<file path="src/verilog/sync_ctrl_pkg.sv">
// encodings only, widths are fixed by the enum base types
`default_nettype none

package sync_ctrl_pkg;

  // aligner sequence, a SET restarts it from any state
  typedef enum logic [1:0] {
    align_idle   = 2'd0,
    align_divide = 2'd1,
    align_scale  = 2'd2,
    align_armed  = 2'd3
  } align_state_e;

  typedef enum logic {
    op_add = 1'b0,
    op_sub = 1'b1  // s = a - b
  } addsub_op_e;

endpackage

`default_nettype wire

</file>
<file path="src/verilog/sync_time_pkg.sv">
// time constants assume a 20.48 MHz tick and a fixed 500 us sync period, addsub_latency >= 2
`default_nettype none

package sync_time_pkg;

  // every time value, in ns or in ticks
  localparam int time_w = 64;

  localparam int diff_w = time_w + 1;  // signed difference of two times

  // sync period in ns
  localparam logic [31:0] sync_base_ns = 32'd500000;

  // the same period in 20.48 MHz ticks
  localparam logic [17:0] sync_base_cnt = 18'd10240;

  // cycles from operands at addsub_pipe inputs to the result at s
  localparam int addsub_latency = 6;

  // wait counters run 0 .. addsub_latency+1 and rest at the top value
  localparam int wait_w = $clog2(addsub_latency + 2);

endpackage

`default_nettype wire
</file>
<file path="src/verilog/sys_time_sync.sv">
// plain strobes with no handshake, SET must come at least 70 cycles before the sync edge it targets
`timescale 1ns/1ps
`default_nettype none

module sys_time_sync (
  input  var logic                              CLK,
  input  var logic                              reset,
  input  var logic [sync_time_pkg::time_w-1:0]  ECAT_SYNC_TIME,
  input  var logic                              SET,
  input  var logic                              ECAT_SYNC,
  output logic [sync_time_pkg::time_w-1:0]      SYS_TIME,
  output logic                                  SYNC,
  output logic                                  SKIP_ONE_ASSERT
);

  logic                              sync_pulse;
  logic                              load;
  logic [sync_time_pkg::time_w-1:0]  aligned_time;
  logic [sync_time_pkg::time_w-1:0]  next_sync_time;

  assign SYNC = sync_pulse;

  sync_time_aligner sync_time_aligner_i (
    .CLK            (CLK),
    .reset          (reset),
    .ecat_sync_time (ECAT_SYNC_TIME),
    .set            (SET),
    .sync_pulse     (sync_pulse),
    .aligned_time   (aligned_time),
    .load           (load)
  );

  // predictor also owns the sync synchronizer
  next_sync_predictor next_sync_predictor_i (
    .CLK            (CLK),
    .reset          (reset),
    .ecat_sync      (ECAT_SYNC),
    .load           (load),
    .aligned_time   (aligned_time),
    .sync_pulse     (sync_pulse),
    .next_sync_time (next_sync_time)
  );

  sys_time_tracker sys_time_tracker_i (
    .CLK             (CLK),
    .reset           (reset),
    .sync_pulse      (sync_pulse),
    .load            (load),
    .aligned_time    (aligned_time),
    .next_sync_time  (next_sync_time),
    .sys_time        (SYS_TIME),
    .skip_one_assert (SKIP_ONE_ASSERT)
  );

endmodule

`default_nettype wire

</file>
<file path="src/verilog/sys_time_tracker.sv">
// every sync period is corrected alone, slew is one tick per cycle with no drift filter
`timescale 1ns/1ps
`default_nettype none

module sys_time_tracker (
  input  var logic                              CLK,
  input  var logic                              reset,
  input  var logic                              sync_pulse,
  input  var logic                              load,
  input  var logic [sync_time_pkg::time_w-1:0]  aligned_time,
  input  var logic [sync_time_pkg::time_w-1:0]  next_sync_time,
  output logic [sync_time_pkg::time_w-1:0]      sys_time,
  output logic                                  skip_one_assert
);

  logic [sync_time_pkg::wait_w-1:0]         wait_cnt;
  logic signed [sync_time_pkg::diff_w-1:0]  err_q;  // positive when sys_time lags
  logic signed [sync_time_pkg::diff_w-1:0]  a_diff;
  logic signed [sync_time_pkg::diff_w-1:0]  b_diff;
  logic signed [sync_time_pkg::diff_w-1:0]  s_diff;

  // operands of the prediction minus the time right after the sync edge
  always_ff @(posedge CLK) begin
    if (sync_pulse) begin
      a_diff <= {1'b0, next_sync_time};
      b_diff <= {1'b0, sys_time + 64'd1};
    end
  end

  always_ff @(posedge CLK) begin
    if (reset) begin
      sys_time        <= '0;
      err_q           <= '0;
      wait_cnt        <= sync_time_pkg::wait_w'(sync_time_pkg::addsub_latency + 1);
      skip_one_assert <= 1'b0;
    end else begin
      skip_one_assert <= 1'b0;
      if (load) begin
        sys_time <= aligned_time;
        err_q    <= '0;
        wait_cnt <= sync_time_pkg::wait_w'(sync_time_pkg::addsub_latency + 1);
      end else if (sync_pulse) begin
        sys_time <= sys_time + 64'd1;
        wait_cnt <= '0;  // also restarts a measurement still in flight
      end else if (wait_cnt == sync_time_pkg::addsub_latency + 1) begin
        if (err_q == '0) begin
          sys_time <= sys_time + 64'd1;
        end else if (err_q[sync_time_pkg::diff_w-1]) begin
          err_q <= err_q + 1'b1;  // ahead of the prediction, stand still
        end else begin
          sys_time        <= sys_time + 64'd2;
          skip_one_assert <= 1'b1;
          err_q           <= err_q - 1'b1;
        end
      end else begin
        sys_time <= sys_time + 64'd1;
        wait_cnt <= wait_cnt + 1'b1;
        if (wait_cnt == sync_time_pkg::addsub_latency) begin
          err_q <= s_diff;
        end
      end
    end
  end

  addsub_pipe addsub_diff_i (
    .CLK   (CLK),
    .reset (reset),
    .a     (a_diff),
    .b     (b_diff),
    .op    (sync_ctrl_pkg::op_sub),
    .s     (s_diff)
  );

endmodule

`default_nettype wire

</file>
<file path="src/verilog/next_sync_predictor.sv">
// ecat_sync is asynchronous and must stay high for at least three cycles to be seen
`timescale 1ns/1ps
`default_nettype none

module next_sync_predictor (
  input  var logic                              CLK,
  input  var logic                              reset,
  input  var logic                              ecat_sync,
  input  var logic                              load,
  input  var logic [sync_time_pkg::time_w-1:0]  aligned_time,
  output logic                                  sync_pulse,
  output logic [sync_time_pkg::time_w-1:0]      next_sync_time
);

  logic [2:0]                                     sync_tri;
  logic [$bits(sync_time_pkg::sync_base_cnt)-1:0] tick_cnt;
  logic                                           wrap;
  logic [sync_time_pkg::wait_w-1:0]               wait_cnt;
  logic signed [sync_time_pkg::diff_w-1:0]        a_next;
  logic signed [sync_time_pkg::diff_w-1:0]        s_next;

  assign sync_pulse = (sync_tri == 3'b011);  // old low, two new highs
  assign wrap = !sync_pulse && (tick_cnt == sync_time_pkg::sync_base_cnt - 1'b1);

  always_ff @(posedge CLK) begin
    if (reset) begin
      sync_tri <= '0;
      tick_cnt <= '0;
    end else begin
      sync_tri <= {sync_tri[1:0], ecat_sync};
      if (sync_pulse) begin
        tick_cnt <= sync_time_pkg::sync_base_cnt >> 1;  // wrap lands half a period after sync
      end else if (wrap) begin
        tick_cnt <= '0;
      end else begin
        tick_cnt <= tick_cnt + 1'b1;
      end
    end
  end

  always_ff @(posedge CLK) begin
    a_next <= wrap ? {1'b0, next_sync_time} : a_next;
  end

  always_ff @(posedge CLK) begin
    if (reset) begin
      wait_cnt       <= sync_time_pkg::wait_w'(sync_time_pkg::addsub_latency + 1);
      next_sync_time <= '0;
    end else if (load) begin
      wait_cnt       <= sync_time_pkg::wait_w'(sync_time_pkg::addsub_latency + 1);
      next_sync_time <= aligned_time;  // a pending sum is stale now
    end else if (wrap) begin
      wait_cnt <= '0;
    end else if (wait_cnt == sync_time_pkg::addsub_latency) begin
      wait_cnt       <= wait_cnt + 1'b1;
      next_sync_time <= s_next[sync_time_pkg::time_w-1:0];
    end else if (wait_cnt < sync_time_pkg::addsub_latency) begin
      wait_cnt <= wait_cnt + 1'b1;
    end
  end

  addsub_pipe addsub_next_i (
    .CLK   (CLK),
    .reset (reset),
    .a     (a_next),
    .b     (sync_time_pkg::diff_w'(sync_time_pkg::sync_base_cnt)),
    .op    (sync_ctrl_pkg::op_add),
    .s     (s_next)
  );

endmodule

`default_nettype wire

</file>
<file path="src/verilog/sync_time_aligner.sv">
// SET must lead the target sync edge by at least 70 cycles, the remainder of the division is dropped
`timescale 1ns/1ps
`default_nettype none

module sync_time_aligner (
  input  var logic                              CLK,
  input  var logic                              reset,
  input  var logic [sync_time_pkg::time_w-1:0]  ecat_sync_time,
  input  var logic                              set,
  input  var logic                              sync_pulse,
  output logic [sync_time_pkg::time_w-1:0]      aligned_time,
  output logic                                  load
);

  sync_ctrl_pkg::align_state_e state_q;

  logic [$clog2(sync_time_pkg::time_w)-1:0]      step_q;
  logic [sync_time_pkg::time_w-1:0]              quo_q;  // dividend shifts out, quotient in
  logic [$bits(sync_time_pkg::sync_base_ns)-1:0] rem_q;
  logic [$bits(sync_time_pkg::sync_base_ns):0]   rem_shift;
  logic                                          rem_ge;

  assign rem_shift = {rem_q, quo_q[sync_time_pkg::time_w-1]};
  assign rem_ge    = rem_shift >= {1'b0, sync_time_pkg::sync_base_ns};

  // only place where armed and sync meet
  assign load = (state_q == sync_ctrl_pkg::align_armed) && sync_pulse;

  always_ff @(posedge CLK) begin
    if (reset) begin
      state_q <= sync_ctrl_pkg::align_idle;
      step_q  <= '0;
    end else if (set) begin
      state_q <= sync_ctrl_pkg::align_divide;  // new time wins over any run in progress
      step_q  <= '0;
    end else begin
      case (state_q)
        sync_ctrl_pkg::align_divide: begin
          step_q <= step_q + 1'b1;
          if (&step_q) begin
            state_q <= sync_ctrl_pkg::align_scale;
          end
        end
        sync_ctrl_pkg::align_scale: begin
          state_q <= sync_ctrl_pkg::align_armed;
        end
        sync_ctrl_pkg::align_armed: begin
          if (sync_pulse) begin
            state_q <= sync_ctrl_pkg::align_idle;
          end
        end
        default: begin
          state_q <= sync_ctrl_pkg::align_idle;
        end
      endcase
    end
  end

  // restoring division, one quotient bit per cycle
  always_ff @(posedge CLK) begin
    if (set) begin
      quo_q <= ecat_sync_time;
      rem_q <= '0;
    end else if (state_q == sync_ctrl_pkg::align_divide) begin
      quo_q <= {quo_q[sync_time_pkg::time_w-2:0], rem_ge};
      if (rem_ge) begin
        rem_q <= rem_shift[$bits(sync_time_pkg::sync_base_ns)-1:0] - sync_time_pkg::sync_base_ns;
      end else begin
        rem_q <= rem_shift[$bits(sync_time_pkg::sync_base_ns)-1:0];
      end
    end
  end

  // whole periods to ticks, product is cut to 64 bits
  always_ff @(posedge CLK) begin
    if (state_q == sync_ctrl_pkg::align_scale) begin
      aligned_time <= quo_q * sync_time_pkg::sync_base_cnt;
    end
  end

endmodule

`default_nettype wire

</file>
<file path="src/verilog/addsub_pipe.sv">
// fixed latency of sync_time_pkg::addsub_latency cycles, no valid signal, needs latency >= 2
`timescale 1ns/1ps
`default_nettype none

module addsub_pipe (
  input  var logic                                       CLK,
  input  var logic                                       reset,
  input  var logic signed [sync_time_pkg::diff_w-1:0]    a,
  input  var logic signed [sync_time_pkg::diff_w-1:0]    b,
  input  var sync_ctrl_pkg::addsub_op_e                  op,
  output logic signed [sync_time_pkg::diff_w-1:0]        s
);

  logic signed [sync_time_pkg::diff_w-1:0] a_q;
  logic signed [sync_time_pkg::diff_w-1:0] b_q;
  sync_ctrl_pkg::addsub_op_e               op_q;

  // result stages behind the operand register
  logic signed [sync_time_pkg::diff_w-1:0] res_q [sync_time_pkg::addsub_latency-1];

  always_ff @(posedge CLK) begin
    if (reset) begin
      op_q <= sync_ctrl_pkg::op_add;
    end else begin
      op_q <= op;
    end
  end

  always_ff @(posedge CLK) begin
    a_q <= a;
    b_q <= b;
    if (op_q == sync_ctrl_pkg::op_sub) begin
      res_q[0] <= a_q - b_q;
    end else begin
      res_q[0] <= a_q + b_q;
    end
    for (int i = 1; i < sync_time_pkg::addsub_latency - 1; i++) begin
      res_q[i] <= res_q[i-1];
    end
  end

  assign s = res_q[sync_time_pkg::addsub_latency-2];  // operand stage counts as the first

endmodule

`default_nettype wire

</file>
<file path="config.mk">
export PLATFORM = sky130hd
export DESIGN_NAME = sys_time_sync
export DESIGN_NICKNAME = d
export VERILOG_FILES = /design/src/verilog/sync_ctrl_pkg.sv /design/src/verilog/sync_time_pkg.sv /design/src/verilog/sys_time_sync.sv /design/src/verilog/sys_time_tracker.sv /design/src/verilog/next_sync_predictor.sv /design/src/verilog/sync_time_aligner.sv /design/src/verilog/addsub_pipe.sv
export SDC_FILE = /design/constraint.sdc
export NUM_CORES = 2
export LEC_CHECK = 0
export BUFFER_PORTS_ARGS = -buffer_cell sky130_fd_sc_hd__buf_2
export CORE_MARGIN = 2
export CORE_UTILIZATION = 30
export CTS_BUF_LIST = sky130_fd_sc_hd__clkbuf_8
export DETAILED_ROUTE_END_ITERATION = 8
export SLEW_MARGIN = 10
export SYNTH_ARGS = -nofsm -noshare
export SYNTH_HDL_FRONTEND = slang
export SYNTH_SLANG_ARGS = --single-unit
</file>
<file path="constraint.sdc">
create_clock -name CLK -period 7.8 [get_ports CLK]
set_input_delay 1.17 -clock CLK [delete_from_list [all_inputs] [get_ports CLK]]
set_output_delay 1.17 -clock CLK [all_outputs]
set_load 0.05 [all_outputs]
</file>
; ---- Yosys cells after proc, flatten, opt, wreduce, memory -nomap -nowiden
; Memory sizes are Yosys's and may differ from the RTL's.
; Cells that the tools add are included.
[word_totals]
word_cells = 107
n_memories = 2
input_bits = 68
reg_bits = 763
out_inout_bits = 66
ram_bits = 650
[classes]
eq_ne = 16
n_mul = 1
n_reduce_logical = 17
n_addsub = 12
mux = 32
magnitude_cmp = 2
bitwise_logic = 3
[mem_list]
columns = name, depth, word_bits, read_ports, rd_clocked_by_memory_dff, wr, line_no
row1 = next_sync_predictor_i.addsub_next_i.res_q, 5, 65, 5, 0, 5, addsub_pipe.sv:19  ; logic signed [sync_time_pkg::diff_w-1:0] res_q [sync_time_pkg::addsub_latency-1];
row2 = sys_time_tracker_i.addsub_diff_i.res_q, 5, 65, 5, 0, 5, addsub_pipe.sv:19
[op_table]
columns = operator, count
row1 = two-way mux 64 bit, 10
row2 = two-way mux 65 bit, 5
row3 = adder 64 x 14 -> 65 bit (second input constant), 1
row4 = adder 64 x 64 -> 65 bit, 1
row5 = adder 65 x 1 -> 65 bit (second input constant), 1
row6 = zero test 65 bit, 1
row7 = subtractor 64 x 64 -> 65 bit, 1
row8 = subtractor 65 x 1 -> 65 bit (second input constant), 1
row9 = adder 64 x 1 -> 64 bit (second input constant), 1
row10 = adder 64 x 2 -> 64 bit (second input constant), 1
row11 = multiplier 64 x 3 -> 53 bit (second input constant), 1
row12 = greater-or-equal comparator 33 x 19 -> 1 bit (second input constant), 1
row13 = two-way mux 32 bit, 1
row14 = subtractor 32 x 19 -> 32 bit (second input constant), 1
row15 = two-way mux 13 bit, 2
row16 = adder 18 x 1 -> 18 bit (second input constant), 1
row17 = equality test 18 x 14 -> 1 bit (second input constant), 1
row18 = two-way mux 3 bit, 5
row19 = equality test 3 bit (second input constant), 3
row20 = adder 3 x 1 -> 3 bit (second input constant), 2
row21 = adder 6 x 1 -> 6 bit (second input constant), 1
row22 = two-way mux 1 bit, 6
row23 = != test 2 bit (second input constant), 3
row24 = != test 3 x 2 -> 1 bit (second input constant), 2
row25 = 20 further kinds, 30

; ---- Logic depth before layout (Yosys ltp)
[logic_depth]
word_depth = 6
depth_mapped = 22
depth_no_buf = 21

; ---- Cells and area by module
; From an unflattened synthesis, not the netlist that was laid out.
[unflattened]
hier_cells = 5766
hier_area_um2 = 60685.7
[by_module_without_submodules]
columns = mod, instances, cells_each, area_each_um2, seq_area_each_um2
row1 = sys_time_tracker, 1, 1744, 15476.1, 6506.2
row2 = addsub_pipe (sys_time_tracker_i.addsub_diff_i), 1, 1272, 14521.4, 9128.8
row3 = addsub_pipe (next_sync_predictor_i.addsub_next_i), 1, 1226, 14238.7, 9128.8
row4 = sync_time_aligner, 1, 893, 9756.9, 4314.1
row5 = next_sync_predictor, 1, 631, 6692.7, 3683.5

; ---- Worst setup path before layout
; No wires, ideal clock.
[synth_path]
path_type = reg-to-reg
startpoint = reg next_sync_predictor_i.tick_cnt[2] (netlist name)
endpoint = reg next_sync_predictor_i.next_sync_time[37] (netlist name)
path_slack_ps = 2630
arrival_ps = 5079
stages_incl_launch_ff = 9
setup_time_ps = 91
period_less_slack_ps = 5170
path_buffers = 2
required_time_ps = 7709
cell_sequence = dfxtp_1 -> and3_1 -> and2_1 -> nand4_1 -> nor2_1 -> a21oi_1 -> clkbuf_1 -> clkbuf_1 -> a311oi_1
[synth_via]
elab_chain_cells = 4
[synth_rtl]
columns = element, line_no
row1 = start: declaration, next_sync_predictor.sv:16  ; logic [$bits(sync_time_pkg::sync_base_cnt)-1:0] tick_cnt;
row2 = start signal: assignment, next_sync_predictor.sv:32  ; tick_cnt <= sync_time_pkg::sync_base_cnt >> 1;
row3 = start signal: assignment, next_sync_predictor.sv:36  ; tick_cnt <= tick_cnt + 1'b1;
row4 = equality test 18 x 14 -> 1 bit, next_sync_predictor.sv:23  ; assign wrap = !sync_pulse && (tick_cnt == sync_time_pkg::sync_base_cnt - 1'b1);
row5 = logical AND 1 bit, next_sync_predictor.sv:23
row6 = via next_sync_predictor_i.wrap, next_sync_predictor.sv:17  ; logic wrap;
row7 = != test 2 bit (no source line), --
row8 = AND reduction 2 bit (no source line), --
row9 = end signal: assignment, next_sync_predictor.sv:51  ; next_sync_time <= aligned_time;
row10 = end signal: assignment, next_sync_predictor.sv:56  ; next_sync_time <= s_next[sync_time_pkg::time_w-1:0];
row11 = end: declaration, next_sync_predictor.sv:12  ; output logic [sync_time_pkg::time_w-1:0] next_sync_time
; The timed path passes the listed nets, and every way through them passes these cells.
; A chain may end at the register's enable or synchronous reset.

==> flow_metrics.env <==
export IMPL_crit_required_ns=8.57
export IMPL_seq_area_frac_synth_pct=58.3
export IMPL_postCtsSetupBuffers=0
export IMPL_rows=155
export IMPL_cts_made_buffers=211
export IMPL_synthTopCellsByArea="dfxtp_1 (41%), edfxtp_1 (17%), ha_1 (5.6%)"
export IMPL_yosys_warnings=0
export IMPL_fin_setup_tns_ns=0
export IMPL_clock_root_buffer="clkbuf_8"
export IMPL_syn_inst=4948
export IMPL_hold_class="reg -> reg"
export IMPL_drive_above_1_share_pct=12.2
export IMPL_crit_reg2reg_capture="sys_time_tracker_i.addsub_diff_i.res_q[0][64]"
export IMPL_seqCellArea_um2=31300
export IMPL_initialDrtViolationCount=2288
export IMPL_grt_pass1_wl_um=201000
export IMPL_die_w_um=427
export IMPL_crit_family="simple AND/OR/NAND/NOR gates"
export IMPL_synth_top_area_share_pct=41.0
export IMPL_fin_crit_ns=5.30
export IMPL_clock_fmax_mhz=189
export IMPL_worst_path_max_fanout=7
export IMPL_cts_resized=0
export IMPL_synth_edf_count=309
export IMPL_antenna_found_initial=10
export IMPL_dr_total_vias=36087
export IMPL_status="finished, final reports clean"
export IMPL_seqPwrFrac_pct=41.5
export IMPL_multi_input_area_um2=21300
export IMPL_peakVddDrop_mv=0.205
export IMPL_crit_path_end="sys_time_tracker_i.addsub_diff_i.res_q[0][64]"
export IMPL_switchingPower_mw=6.90
export IMPL_p_clk_share_pct=29.8
export IMPL_fillers=17795
export IMPL_crit_slowest_cell="nor4_1"
export IMPL_finalInstanceArea_um2=61300
export IMPL_grt_pass1_vias=35572
export IMPL_power_internal_mw=14.0
export IMPL_crit_path_cell_trace="nor4_1 > and3_1 > and3_2 > nand2_2 > nor3_4 > and3b_1 > and3_1 > and2_2 > a21oi_1 > xnor2_1 > ha_1 > a21o_1 > a21o_1 > a21oi_1 > nor2b_1 > o21ai_0 > nand2_1 > a21o_1 > and3_2 > a221o_2 > nor4_2"
export IMPL_final_core_util_pct=34.4
export IMPL_num_io_pins=134
export IMPL_synth_top_cell_by_area="dfxtp_1"
export IMPL_fin_skew_ns=0.0301
export IMPL_worst_path_buf_inv=0
export IMPL_htreeDepth=4
export IMPL_clkTransAtPathRegs_ns=0.06
export IMPL_drt_pass1_iter_count=6
export IMPL_clock_path_buffers=3
export IMPL_cts_sink_count=1408
export IMPL_dp_hpwl_um=94300
export IMPL_async_flop_share_pct=0
export IMPL_p_leak_nw=24.2
export IMPL_slew_violations=0
export IMPL_switching_share_pct=33.1
export IMPL_ant_nets=0
export IMPL_r2r_start="sys_time_tracker_i.addsub_diff_i.b_q[5]"
export IMPL_io_buffers=133
export IMPL_wire_per_inst_um=16.9
export IMPL_nets=5403
export IMPL_postPlaceCellArea_um2=56700
export IMPL_rsz0062_at_grt="false"
export IMPL_drc=0
export IMPL_path_depth=21
export IMPL_drt_wl_total_um=129000
export IMPL_cp_start_kind="flip-flop"
export IMPL_cts_tree="yes"
export IMPL_crit_top_cell="a21o_1"
export IMPL_postSynthAreaPerCell_um2=10.9
export IMPL_syn_to_final_growth_pct=14.2
export IMPL_die_height_um=427
export IMPL_final_hold_violation_count=0
export IMPL_clk_latency_ns=0.88
export IMPL_start_util_pct=30.2
export IMPL_regToRegSetupSlack_ns=2.50
export IMPL_synth_cell_area_um2=53700
export IMPL_ys_seq_elements=1408
export IMPL_synth_top_flop_cell="dfxtp_1"
export IMPL_track_usage_pct=13.9
export IMPL_vias_per_cell=4.73
export IMPL_cpPeakStageDelay_ns=0.64
export IMPL_worstPathArrival_ns=6.08
export IMPL_grt_max_degree=103
export IMPL_ff2ff_path_depth=21
export IMPL_die_area_um2=182000
export IMPL_cellPowerDensity_nw_per_um2=340
export IMPL_maxCapViolations=0
export IMPL_coreArea_um2=178000
export IMPL_crit_path_end_kind="flip-flop"
export IMPL_grt_overflow_total=0
export IMPL_synth_cell_types=102
export IMPL_relSlewSlack_pct=30.9
export IMPL_finalSetupViolCount=0
export IMPL_path_class="reg -> reg"
export IMPL_crit_start="sys_time_tracker_i.addsub_diff_i.b_q[5]"
export IMPL_postCtsHoldBufs=0
export IMPL_syn_num_nets=5260
export IMPL_finalCritPeriodShare_pct=68.0
export IMPL_worst_slew_pin_slew_ns=1.04
export IMPL_gp_congestion=0.941
export IMPL_power_frac_comb_pct=28.7
==> stage by stage <==
step | hold WS [ns] | total power, mW | setup slack (ns) | instances
2_1_floorplan | 0.310 | 13.1 | 2.63 | 4948
3_3_place_gp | 0.310 | 14.7 | 2.40 | 7233
3_5_place_dp | 0.312 | 14.7 | 2.50 | 7233
4_1_cts | 0.311 | 21.1 | 2.49 | 7625
5_1_grt | 0.317 | 22.1 | 2.09 | 7628
6_report | 0.312 | 20.9 | 2.50 | 7629
==> synthesized netlist by cell type (all sizes together) (15+ instances only) <==
| library cell | count |
|---|---|
| mux2i | 38 |
| mux2 | 65 |
| nor2b | 30 |
| edfxtp | 309 |
| o21a | 23 |
| o211ai | 21 |
| nand4 | 96 |
| dfxtp | 1099 |
| a211oi | 88 |
| a21o | 122 |
| a31oi | 53 |
| nand2b | 15 |
| clkbuf | 209 |
| and3 | 56 |
| nor2 | 456 |
| nor4 | 44 |
| and4 | 15 |
| xor2 | 121 |
| o21ai | 188 |
| nand2 | 408 |
| nand3 | 99 |
| or2 | 19 |
| or3 | 30 |
| a21oi | 356 |
| ha | 241 |
| a311oi | 57 |
| xnor2 | 272 |
| o21bai | 30 |
| inv | 76 |
| buf | 25 |
| nor3 | 94 |
| and2 | 24 |
==> state kept, by name, indices dropped and copies added (netlist names), 32 cells and up <==
register,cells
sync_time_aligner_i.quo_q,64
sys_time_tracker_i.b_diff,64
next_sync_predictor_i.next_sync_time,64
next_sync_predictor_i.addsub_next_i.a_q,64
sys_time_tracker_i.addsub_diff_i.res_q,325
sys_time_tracker_i.addsub_diff_i.a_q,64
sys_time_tracker_i.sys_time,64
sync_time_aligner_i.aligned_time,53
sys_time_tracker_i.addsub_diff_i.b_q,64
sync_time_aligner_i.rem_q,32
sys_time_tracker_i.a_diff,64
next_sync_predictor_i.a_next,64
next_sync_predictor_i.addsub_next_i.res_q,320
sys_time_tracker_i.err_q,65
==> cells in the final DEF (no fill, tap or decap), types with 20 or more instances in the layout <==
cell and count:
dfxtp_1 1098, nor2_1 454, nand2_1 405, a21oi_1 354, edfxtp_1 309, xnor2_1 272, clkbuf_8 268, ha_1 238
o21ai_0 179, buf_2 131, inv_1 125, a21o_1 122, xor2_1 121, nand3_1 99, nand4_1 96, nor3_1 89
a211oi_1 86, mux2_2 65, a311oi_1 57, and3_1 52, a31oi_1 52, nor4_1 40, mux2i_1 37, clkinv_2 35
buf_4 33, or3_1 30, nor2b_1 30, o21bai_1 29, o21a_1 23, and2_1 20
==> worst min-delay path by stage <==
stage / from / end / slack [ns] / depth (start not counted)
global route: next_sync_predictor_i.addsub_next_i.res_q[3][46] / next_sync_predictor_i.addsub_next_i.res_q[4][46] / 0.32 / 0
CTS: sys_time_tracker_i.addsub_diff_i.res_q[0][41] / sys_time_tracker_i.addsub_diff_i.res_q[0][106] / 0.31 / 0
floorplan: next_sync_predictor_i.addsub_next_i.a_q[0] / next_sync_predictor_i.addsub_next_i.res_q[0][0] / 0.31 / 0
global placement: next_sync_predictor_i.addsub_next_i.res_q[2][56] / next_sync_predictor_i.addsub_next_i.res_q[3][56] / 0.31 / 0
detailed placement: next_sync_predictor_i.addsub_next_i.a_q[3] / next_sync_predictor_i.addsub_next_i.res_q[0][3] / 0.31 / 0
finish: sys_time_tracker_i.addsub_diff_i.res_q[0][50] / sys_time_tracker_i.addsub_diff_i.res_q[0][115] / 0.31 / 0
==> power groups by stage <==
stage,clock network (mW),registers (mW),logic (mW)
2_1_floorplan,0,8.66,4.48
3_5_place_dp,0,8.81,5.93
4_1_cts,6.41,8.66,5.98
6_report,6.23,8.66,5.98
3_3_place_gp,0,8.79,5.90
5_1_grt,6.74,8.73,6.65
==> cell families after synthesis <==
| family | count (synthesis) | share of synthesized area [%] |
|---|---|---|
| AO/OA/AOI/OAI | 1073 | 12.9 |
| XOR/XNOR | 393 | 6.41 |
| adder cells (fa/ha/maj) | 244 | 5.73 |
| buffers and inverters | 310 | 2.22 |
| flip-flops | 1408 | 58.3 |
| multiplexers | 103 | 2.08 |
| AND/OR/NAND/NOR | 1417 | 12.4 |
==> final cells by class <==
class | count | area share (%)
antenna | 4 | 0.0163
clock buffer | 268 | 6.02
clock inverter | 124 | 1.47
inverter | 76 | 0.474
multi-input combinational | 3230 | 34.7
sequential | 1408 | 51.0
tap | 2355 | 4.81
timing repair buffer | 164 | 1.47
==> routing by layer <==
layer	global-route usage (%)	wire, µm
met1	17.8	58100
met2	23.0	59700
met3	2.31	5770
met4	6.56	5340
met5	0	0
No activity file was read; power rests on OpenSTA's default activity.
